### src/hdl/dcache_cfg_pkg.sv
// Geometry of the two-way L1 data cache and the split of a CPU address.
// An address splits into tag, index, word offset and an ignored byte offset.
`default_nettype none

package dcache_cfg_pkg;

    localparam int unsigned addr_w          = 32;  // cpu and l2 address width
    localparam int unsigned tag_w           = 20;
    localparam int unsigned index_w         = 8;
    localparam int unsigned sets            = 256; // 2**index_w
    localparam int unsigned offset_w        = 2;   // word within a block

    localparam int unsigned word_w          = 32;
    localparam int unsigned block_w         = 128;
    localparam int unsigned words_per_block = 4;   // block_w / word_w

endpackage

`default_nettype wire

### src/hdl/dcache_ctrl_pkg.sv
// Controller state and way encodings shared by the controller and both arrays.
`default_nettype none

package dcache_ctrl_pkg;

    typedef enum logic [2:0] {
        idle         = 3'd0,
        access       = 3'd1,  // tag compare and hit or miss decision
        write_l1     = 3'd2,  // array write for a write hit or a fill
        wait_l2_busy = 3'd3,
        l2_access    = 3'd4,  // block fetch from l2
        load_block   = 3'd5   // dirty victim write-back
    } ctrl_state_e;

    typedef enum logic {
        way0 = 1'b0,
        way1 = 1'b1
    } way_e;

endpackage

`default_nettype wire

### src/hdl/dcache_ctrl.sv
// Cache controller for hit detection, victim choice and the miss sequence
// of write-back, fill from L2 and replay of the CPU access.
`timescale 1ns/1ns
`default_nettype none

module dcache_ctrl (
    input  logic                                clk_tmp,
    input  logic                                rst_n,
    input  logic                                access,
    input  logic                                mem_write,
    input  logic [dcache_cfg_pkg::addr_w-1:0]   addr,
    input  logic [dcache_cfg_pkg::word_w-1:0]   wdata,
    output logic [dcache_cfg_pkg::word_w-1:0]   rdata,
    output logic                                done,
    output logic                                miss_stall,
    input  logic [dcache_cfg_pkg::tag_w-1:0]    tag0,
    input  logic [dcache_cfg_pkg::tag_w-1:0]    tag1,
    input  logic                                valid0,
    input  logic                                valid1,
    input  logic                                dirty0,
    input  logic                                dirty1,
    input  logic                                lru,
    input  logic [dcache_cfg_pkg::block_w-1:0]  blk0,
    input  logic [dcache_cfg_pkg::block_w-1:0]  blk1,
    output logic [dcache_cfg_pkg::index_w-1:0]  index,
    output dcache_ctrl_pkg::way_e               way,
    output logic                                tag_we,
    output logic                                dirty_we,
    output logic                                dirty_wd,
    output logic                                touch,
    output dcache_ctrl_pkg::way_e               hit_way,
    output logic                                data_we,
    output logic [dcache_cfg_pkg::block_w-1:0]  block_wd,
    output logic                                l2_req,
    output logic [dcache_cfg_pkg::addr_w-1:0]   l2_addr,
    output logic                                l2_write,
    output logic [dcache_cfg_pkg::block_w-1:0]  l2_wdata,
    input  logic [dcache_cfg_pkg::block_w-1:0]  l2_rdata,
    input  logic                                l2_busy,
    input  logic                                l2_rdy,
    input  logic                                l2_complete
);

    dcache_ctrl_pkg::ctrl_state_e               state;
    dcache_ctrl_pkg::way_e                      victim;
    logic [dcache_cfg_pkg::tag_w-1:0]           addr_tag;
    logic [dcache_cfg_pkg::offset_w-1:0]        offset;
    logic                                       hit0;
    logic                                       hit1;
    logic                                       hit;
    logic [dcache_cfg_pkg::block_w-1:0]         hit_blk;
    logic [dcache_cfg_pkg::block_w-1:0]         merged;
    logic                                       victim_valid;
    logic                                       victim_dirty;
    logic [dcache_cfg_pkg::tag_w-1:0]           victim_tag;
    logic [dcache_cfg_pkg::block_w-1:0]         victim_blk;
    logic                                       wb_needed;
    logic                                       wb_done;   // victim already written back
    logic                                       filling;   // write_l1 holds a fill
    logic                                       issue;
    logic                                       rd_hit;
    logic                                       wr_hit;
    logic                                       fill_rdy;

    assign addr_tag = addr[dcache_cfg_pkg::addr_w-1 -: dcache_cfg_pkg::tag_w];
    assign index    = addr[dcache_cfg_pkg::addr_w-dcache_cfg_pkg::tag_w-1 -:
                           dcache_cfg_pkg::index_w];
    assign offset   = addr[dcache_cfg_pkg::addr_w-dcache_cfg_pkg::tag_w-
                           dcache_cfg_pkg::index_w-1 -: dcache_cfg_pkg::offset_w];

    assign hit0    = valid0 && (tag0 == addr_tag);
    assign hit1    = valid1 && (tag1 == addr_tag);
    assign hit     = hit0 || hit1;
    assign hit_way = hit0 ? dcache_ctrl_pkg::way0 : dcache_ctrl_pkg::way1;
    assign hit_blk = (hit_way == dcache_ctrl_pkg::way1) ? blk1 : blk0;

    // an invalid way first, else the way lru names
    always_comb begin
        if (!valid0) begin
            victim = dcache_ctrl_pkg::way0;
        end else if (!valid1) begin
            victim = dcache_ctrl_pkg::way1;
        end else begin
            victim = dcache_ctrl_pkg::way_e'(lru);
        end
    end

    assign victim_valid = (victim == dcache_ctrl_pkg::way1) ? valid1 : valid0;
    assign victim_dirty = (victim == dcache_ctrl_pkg::way1) ? dirty1 : dirty0;
    assign victim_tag   = (victim == dcache_ctrl_pkg::way1) ? tag1 : tag0;
    assign victim_blk   = (victim == dcache_ctrl_pkg::way1) ? blk1 : blk0;
    assign wb_needed    = victim_valid && victim_dirty && !wb_done;

    // write data merged into the hit block
    always_comb begin
        merged = hit_blk;
        for (int i = 0; i < dcache_cfg_pkg::words_per_block; i++) begin
            if (offset == i) begin
                merged[i*dcache_cfg_pkg::word_w +: dcache_cfg_pkg::word_w] = wdata;
            end
        end
    end

    assign rd_hit   = (state == dcache_ctrl_pkg::access) && hit && !mem_write;
    assign wr_hit   = (state == dcache_ctrl_pkg::access) && hit && mem_write;
    assign fill_rdy = (state == dcache_ctrl_pkg::l2_access) && l2_rdy;
    assign issue    = !l2_busy && (((state == dcache_ctrl_pkg::access) && !hit) ||
                                   (state == dcache_ctrl_pkg::wait_l2_busy));

    assign touch    = (state == dcache_ctrl_pkg::access) && hit;
    assign data_we  = (state == dcache_ctrl_pkg::write_l1);
    assign dirty_we = (state == dcache_ctrl_pkg::write_l1);
    assign tag_we   = (state == dcache_ctrl_pkg::write_l1) && filling;
    assign dirty_wd = !filling;  // a fill leaves the block clean

    always_ff @(posedge clk_tmp or negedge rst_n) begin
        if (!rst_n) begin
            state      <= dcache_ctrl_pkg::idle;
            done       <= 1'b0;
            miss_stall <= 1'b0;
            way        <= dcache_ctrl_pkg::way0;
            filling    <= 1'b0;
            wb_done    <= 1'b0;
            l2_req     <= 1'b0;
            l2_write   <= 1'b0;
        end else begin
            done <= 1'b0;
            if (issue) begin
                l2_req   <= 1'b1;
                l2_write <= wb_needed;  // write-back goes before the fill
            end
            case (state)
                dcache_ctrl_pkg::idle: begin
                    if (access && !done) begin  // request still held in the done cycle
                        state <= dcache_ctrl_pkg::access;
                    end
                end
                dcache_ctrl_pkg::access: begin
                    if (hit && mem_write) begin
                        state <= dcache_ctrl_pkg::write_l1;
                        way   <= hit_way;
                    end else if (hit) begin
                        done       <= 1'b1;
                        miss_stall <= 1'b0;
                        state      <= dcache_ctrl_pkg::idle;
                    end else begin
                        miss_stall <= 1'b1;
                        if (l2_busy) begin
                            state <= dcache_ctrl_pkg::wait_l2_busy;
                        end else if (wb_needed) begin
                            state <= dcache_ctrl_pkg::load_block;
                        end else begin
                            state <= dcache_ctrl_pkg::l2_access;
                        end
                    end
                end
                dcache_ctrl_pkg::wait_l2_busy: begin
                    if (!l2_busy) begin
                        state <= wb_needed ? dcache_ctrl_pkg::load_block
                                           : dcache_ctrl_pkg::l2_access;
                    end
                end
                dcache_ctrl_pkg::load_block: begin
                    if (l2_complete) begin
                        l2_req   <= 1'b0;
                        l2_write <= 1'b0;
                        wb_done  <= 1'b1;
                        state    <= dcache_ctrl_pkg::wait_l2_busy;  // fill waits for l2
                    end
                end
                dcache_ctrl_pkg::l2_access: begin
                    if (l2_rdy) begin
                        l2_req  <= 1'b0;
                        way     <= victim;
                        filling <= 1'b1;
                        wb_done <= 1'b0;
                        state   <= dcache_ctrl_pkg::write_l1;
                    end
                end
                dcache_ctrl_pkg::write_l1: begin
                    if (filling) begin
                        filling <= 1'b0;
                        state   <= dcache_ctrl_pkg::access;  // replay now hits
                    end else begin
                        done       <= 1'b1;
                        miss_stall <= 1'b0;
                        state      <= dcache_ctrl_pkg::idle;
                    end
                end
                default: state <= dcache_ctrl_pkg::idle;
            endcase
        end
    end

    // payload registers
    always_ff @(posedge clk_tmp) begin
        if (rd_hit) begin
            rdata <= hit_blk[offset*dcache_cfg_pkg::word_w +: dcache_cfg_pkg::word_w];
        end
        if (wr_hit) begin
            block_wd <= merged;
        end else if (fill_rdy) begin
            block_wd <= l2_rdata;
        end
        if (issue) begin
            l2_addr  <= wb_needed ? {victim_tag, index, {(dcache_cfg_pkg::addr_w-
                                     dcache_cfg_pkg::tag_w-dcache_cfg_pkg::index_w){1'b0}}}
                                  : {addr_tag, index, {(dcache_cfg_pkg::addr_w-
                                     dcache_cfg_pkg::tag_w-dcache_cfg_pkg::index_w){1'b0}}};
            l2_wdata <= victim_blk;
        end
    end

endmodule

`default_nettype wire

### config.mk
export PLATFORM = sky130hd
export DESIGN_NAME = dcache_ctrl
export DESIGN_NICKNAME = d
export VERILOG_FILES = /design/src/hdl/dcache_cfg_pkg.sv /design/src/hdl/dcache_ctrl_pkg.sv /design/src/hdl/dcache_ctrl.sv
export SDC_FILE = /design/constraint.sdc
export NUM_CORES = 1
export LEC_CHECK = 0
export BUFFER_PORTS_ARGS = -buffer_cell sky130_fd_sc_hd__buf_4
export CAP_MARGIN = 20
export CORE_AREA = 10 10 317 319
export CTS_CLUSTER_SIZE = 20
export DETAILED_ROUTE_END_ITERATION = 8
export DIE_AREA = 0 0 327 329
export GPL_TIMING_DRIVEN = 1
export PLACE_DENSITY = 0.51
export SYNTH_ARGS = -nofsm -noshare
export SYNTH_HDL_FRONTEND = slang
export SYNTH_SLANG_ARGS = --single-unit
### constraint.sdc
create_clock -name clk_tmp -period 11.53 [get_ports clk_tmp]
set_input_delay 0.5765 -clock clk_tmp [delete_from_list [all_inputs] [get_ports clk_tmp]]
set_output_delay 0.5765 -clock clk_tmp [all_outputs]
set_load 0.005 [all_outputs]
# --- Word level (Yosys, flattened, before mapping) ---
# Cells that the tools add are included.
totals:
  reg_bits: 330
  elab_cells: 111
op_classes:
  eq_ne: 17
  n_shift: 1
  mux: 48
  reduce_logical: 33
ops:
  columns: ["operator", "count"]
  rows:
  - ["128-bit 2-to-1 mux", 4]
  - ["32-bit 2-to-1 mux", 5]
  - ["128-bit by 8-bit indexed part select with 32-bit output", 1]
  - ["20-bit equality test", 2]
  - ["1-bit 2-to-1 mux", 24]
  - ["3-bit 2-to-1 mux", 7]
  - ["20-bit 2-to-1 mux", 1]
  - ["3-bit case mux with 6 select lines", 1]
  - ["1-bit logical AND", 13]
  - ["2-bit != test (second input constant)", 6]
  - ["1-bit case mux with 2 select lines", 6]
  - ["2-bit nonzero test", 5]
  - ["3-bit AND reduction", 3]
  - ["3-bit by 2-bit equality test with 1-bit output (second input constant)", 2]
  - ["3-bit equality test (second input constant)", 2]
  - ["1-bit logical NOT", 6]
  - ["2-bit equality test (second input constant)", 2]
  - ["4-bit AND reduction", 1]
  - ["3-bit by 1-bit equality test with 1-bit output (second input constant)", 1]
  - ["3-bit logical NOT", 1]
  - ["2-bit by 1-bit equality test with 1-bit output (second input constant)", 1]
  - ["2-bit logical NOT", 1]
  - ["1-bit logical OR", 2]
  - ["2-bit by 1-bit != test with 1-bit output (second input constant)", 1]
  - ["2-bit AND reduction", 1]

# --- Longest topological paths before layout ---
depth:
  ltp_word: 10
  depth_mapped: 9
  mapped_depth_nobuf: 7

# --- Worst setup path before layout ---
# OpenSTA, ideal clock, no wires.
synth_timing:
  path_type: "register to register"
  startpoint: "register state[2]"
  endpoint: "register block_wd[0] in the netlist's numbering (enable)"
  setup_time_ps: 792
  arrival_ps: 9740
  t_required_ps: 10738
  slack_ps: 998
  stages_incl_launch_ff: 5
  n_path_buf: 0
  synth_period_minus_slack_ps: 10532
  path_cell_list: "dfrtp_1 -> inv_1 -> nor2_1 -> nand2_1 -> o21ai_0"
synth_between:
  elab_chain_cells: 4
  word_cells_on_any_way: 6
synth_rtl:
  columns: ["element", "line", "source"]
  rows:
  - ["start, declared", "dcache_ctrl.sv:44", "dcache_ctrl_pkg::ctrl_state_e state;"]
  - ["start signal, assigned", "dcache_ctrl.sv:118", "state <= dcache_ctrl_pkg::idle;"]
  - ["start signal, assigned", "dcache_ctrl.sv:135", "state <= dcache_ctrl_pkg::access;"]
  - ["start signal, assigned", "dcache_ctrl.sv:140", "state <= dcache_ctrl_pkg::write_l1;"]
  - ["3-bit by 1-bit equality test with 1-bit output", "dcache_ctrl.sv:105", "assign wr_hit = (state == dcache_ctrl_pkg::access) && hit && mem_write;"]
  - ["1-bit logical AND (2 in series)", "dcache_ctrl.sv:105", null]
  - ["2-bit nonzero test (no source line) *", null, null]
  - ["end signal, assigned", "dcache_ctrl.sv:201", "block_wd <= merged;"]
  - ["end signal, assigned", "dcache_ctrl.sv:203", "block_wd <= l2_rdata;"]
  - ["end, declared", "dcache_ctrl.sv:33", "output logic [dcache_cfg_pkg::block_w-1:0] block_wd,"]
# Mark *: on every way between the ends. The rest lies on a longest branch, timed or not.
# A chain may end at the register's enable or synchronous reset.

# --- Worst setup path after layout ---
layout_timing:
  startpoint: "input addr[31] in the netlist's numbering"
  endpoint: "register rdata[27] in the netlist's numbering (enable)"
layout_between:
  elab_chain_cells: 5
  word_cells_on_any_way: 7
layout_rtl:
  columns: ["element", "line", "source"]
  rows:
  - ["start, declared", "dcache_ctrl.sv:11", "input logic [dcache_cfg_pkg::addr_w-1:0] addr,"]
  - ["20-bit equality test (on tied branches)", "dcache_ctrl.sv:71, dcache_ctrl.sv:72", null]
  - ["1-bit logical AND (on tied branches)", "dcache_ctrl.sv:71, dcache_ctrl.sv:72", null]
  - ["1-bit logical OR *", "dcache_ctrl.sv:73", "assign hit = hit0 || hit1;"]
  - ["1-bit logical AND * (2 in series)", "dcache_ctrl.sv:104", "assign rd_hit = (state == dcache_ctrl_pkg::access) && hit && !mem_write;"]
  - ["named net rd_hit", "dcache_ctrl.sv:61", "logic rd_hit;"]
  - ["end signal, assigned", "dcache_ctrl.sv:198", "rdata <= hit_blk[offset*dcache_cfg_pkg::word_w +: dcache_cfg_pkg::word_w];"]
  - ["end, declared", "dcache_ctrl.sv:13", "output logic [dcache_cfg_pkg::word_w-1:0] rdata,"]
# The timed path passes the listed nets; every way through them passes the cells marked *.

==> flow_metrics.tcl <==
set metrics [dict create \
    run_status "finished clean" \
    largest_net_degree_at_the_start_of_global_routing 69 \
    finish.cell_count_without_fillers 3813 \
    global_route_wire_length_before_repair_mm 154 \
    worst-slew-pin-transition_ns 1.07 \
    postSynthRegisterBits 326 \
    overall_via_count_from_detail_route 19055 \
    count_of_standard_cell_rows 113 \
    final_design_area_no_fill_um2 28900 \
    final.setup_skew_ns 0.0271 \
    report.final.hold_viol_count 0 \
    powerDensity_nw_per_um2 141 \
    worstPathRequired_ns 11.77 \
    routedWlPerCell_um 29.6 \
    final_net_count 3001 \
    timing.max_slew.rel_slack 0.285 \
    holdPathStages 1 \
    cts_buffers 46 \
    floorplan.die_area_um2 108000 \
    grt_usage 0.197 \
    seqCellArea_um2 9740 \
    rsz_0062_raised_after_global_routing "false" \
    placement.io_buffers 832 \
    synth-seq-area-share 0.487 \
    hp_start "addr[5]" \
    post-route-drc-count 0 \
    synth_top_family_by_area "multiplexers" \
    ys_dominant_reg_cell "edfxtp_1" \
    grt_antenna_before_repair 20 \
    setup.reg_to_reg.worst_slack_ns 7.43 \
    first_global_vias 19547 \
    synthSimpleGateAreaFrac 0.103 \
    crit_reg_reg_startpoint "state[0]" \
    worstRegToRegCells 6 \
    layout_setup_ws_ns 6.47 \
    synth_xor_area_frac 0.0175 \
    die_w_um 327 \
    peakVddDrop_mv 0.0967 \
    hold_path_class "input pin to flop" \
    io_pins 839 \
    max_fanout_on_critical_path 61 \
    ctsRootBufferMaster "clkbuf_16" \
    synth_cell_type_count 44 \
    timing.critical_path.from_type "input pin" \
    muxShareOfSynthArea 0.173 \
    ys.warnings.count 0 \
    initial_utilization 0.212 \
    final-setup-viol-count 0 \
    numClockSinks 326 \
    clk-insertion-delay-late_ns 0.63 \
    setup_crit_end_kind "flop" \
    regToRegEndpoint "rdata[27]" \
    drt_iter0_drc 1875 \
    chipHeight_um 329 \
    postSynthAreaPerCell_um2 11.3 \
    yosys-top-cells-area "edfxtp_1 (47%), mux2_2 (9.0%), mux4_2 (7.2%), a31o_2 (4.2%), nand3_1 (3.4%)" \
    netlist_area_um2 20000 \
    post-layout-total-power_uw 4080 \
    fmax_mhz 198 \
    worst_ep_arrival_time_ns 5.30 \
    dp.final_hpwl_mm 82.7 \
    yosys.area_share.adder 0 \
    dpl_worst_slack_ns 5.82 \
    clock_path_buffers 3 \
    cts_hold_repair.buffers 1 \
    via_per_inst 5.00 \
    antenna_left 0 \
    gpl.final_weighted_congestion 0.846 \
    global_route.overflow_total 0 \
    ctsResizeCount 0 \
    drv_slew 0 \
    synthArstFlopShare 0.0307 \
    whs_endpoint "l2_addr[5]" \
    synth_edf_count 316 \
    period_needed_ns 5.06 \
    synth.top_cell.area_share 0.474 \
    post-synth-top-area-cell "edfxtp_1" \
    drtPass1Iterations 6 \
    timing_worst_setup_path_type "input pin to flop" \
    layout.filler_cells 9876 \
    place_inst 3716 \
    static-leakage-power_uw 0.0118 \
    clock_tree_from_tritoncts "built" \
    drive_above_1_share 0.514 \
    cts.clk_slew.worst_paths_ns 0.05 \
    synthToLayoutAreaGrowth_pct 44.4 \
    max-cap-violations 0 \
    post_dp_cell_area_um2 27500 \
    synth_compound_gate_area_share 0.154 \
    cts_setup_buffers 0 \
    final.period_utilization 0.439 \
    finalWirelength_mm 113 \
    multiInputGateArea_um2 9100 \
    clock_tree.htree_level_count 2 \
    setup_total_negative_slack_ns 0 \
    design.core.area_um2 94300 \
    synthesized_instance_count 1770 \
]
-- critical path, stage by stage --
cell     delay, ns
buf_4         0.14
xor2_1        0.18
nor4b_1       0.49
nand3_4       0.70
o22ai_4       0.76
buf_4         0.68
nand2_1       0.30
nor2_4        0.79
buf_4         0.59
-- report_power, final --
part | leakage (µW) | internal, µW | switching (µW) | total, µW
Sequential | 0.00301 | 1530 | 65.2 | 1590
Combinational | 0.00808 | 465 | 637 | 1100
Clock | 0.000679 | 784 | 600 | 1380
-- state kept, by name, indices dropped and copies added, names as in the netlist --
name	cells
l2_req	1
state	3
done	1
way	1
miss_stall	1
wb_done	1
l2_write	1
rdata	32
l2_addr	28
block_wd	128
l2_wdata	128
filling	1
-- cells by family (layout without fill, tap and decap cells) --
logic type	count (synthesis)	in the layout
AOI/OAI and AO/OA	430	430
xor gates and xnor gates	40	40
buffers and inverters	327	1090
DFF	326	326
muxes	246	246
other	1	16
and+or+nand+nor	400	400
-- per-layer routing --
layer / track usage / vias to the layer above / share of wire / routed length [µm]
met4: 0.0644 / 4 / 0.031 / 3460
met1: 0.233 / 9548 / 0.38 / 43200
met3: 0.0658 / 179 / 0.095 / 10700
met5: 0 / - / 0.00022 / 25
met2: 0.334 / 1060 / 0.49 / 55600
li1: - / 8264 / - / -
-- final cells by class --
type	instances	share of cell area
sequential	326	0.337
clock inverter	22	0.00450
multi-input combinational	1120	0.315
antenna	12	0.00104
tap	1265	0.0548
timing repair buffer	870	0.226
inverter	137	0.0180
clock buffer	61	0.0436
-- worst max-delay path by stage --
stage / start / end
3_3_place_gp: addr[31] / rdata[24]
3_5_place_dp: addr[31] / rdata[24]
4_1_cts: addr[31] / rdata[27]
5_1_grt: addr[26] / rdata[27]
2_1_floorplan: state[2] / block_wd[0]
6_report: addr[31] / rdata[27]
-- placed cells by master (no fill, tap or decap), types with 4 or more instances in the layout --
cell	instances
mux2_2	160
and3_1	64
nand2_1	13
or2_2	34
nor2_1	94
a31oi_1	65
nand3_1	132
a31o_2	97
clkbuf_1	11
clkinv_2	6
mux2i_1	22
conb_1	4
nor4_1	4
a211oi_1	64
buf_4	866
xor2_1	22
clkinv_1	12
diode_2	12
dfrtp_1	10
or3_1	33
clkbuf_16	47
inv_1	136
nand4_1	7
a31o_1	31
o31ai_1	64
o21ai_0	72
xnor2_1	18
mux4_2	64
edfxtp_1	316
a21oi_1	24
-- cells in the mapped netlist (33+ instances only) --
| library cell | instances |
|---|---|
| edfxtp_1 | 316 |
| mux4_2 | 64 |
| clkbuf_1 | 137 |
| a31o_2 | 97 |
| a31oi_1 | 65 |
| nor2_1 | 96 |
| nand3_1 | 134 |
| o21ai_0 | 73 |
| and3_1 | 65 |
| mux2_2 | 160 |
| or2_2 | 34 |
| inv_1 | 137 |
| or3_1 | 33 |
| o31ai_1 | 64 |
| a211oi_1 | 64 |
-- stage by stage --
step / hold slack [ns] / utilization
3_3_place_gp: 0.423 / 0.291
2_1_floorplan: 0.281 / -
5_1_grt: 0.118 / 0.306
4_1_cts: 0.101 / 0.306
3_5_place_dp: 0.427 / 0.291
6_report: 0.151 / 0.306
Power figures use the tool's default switching activity.
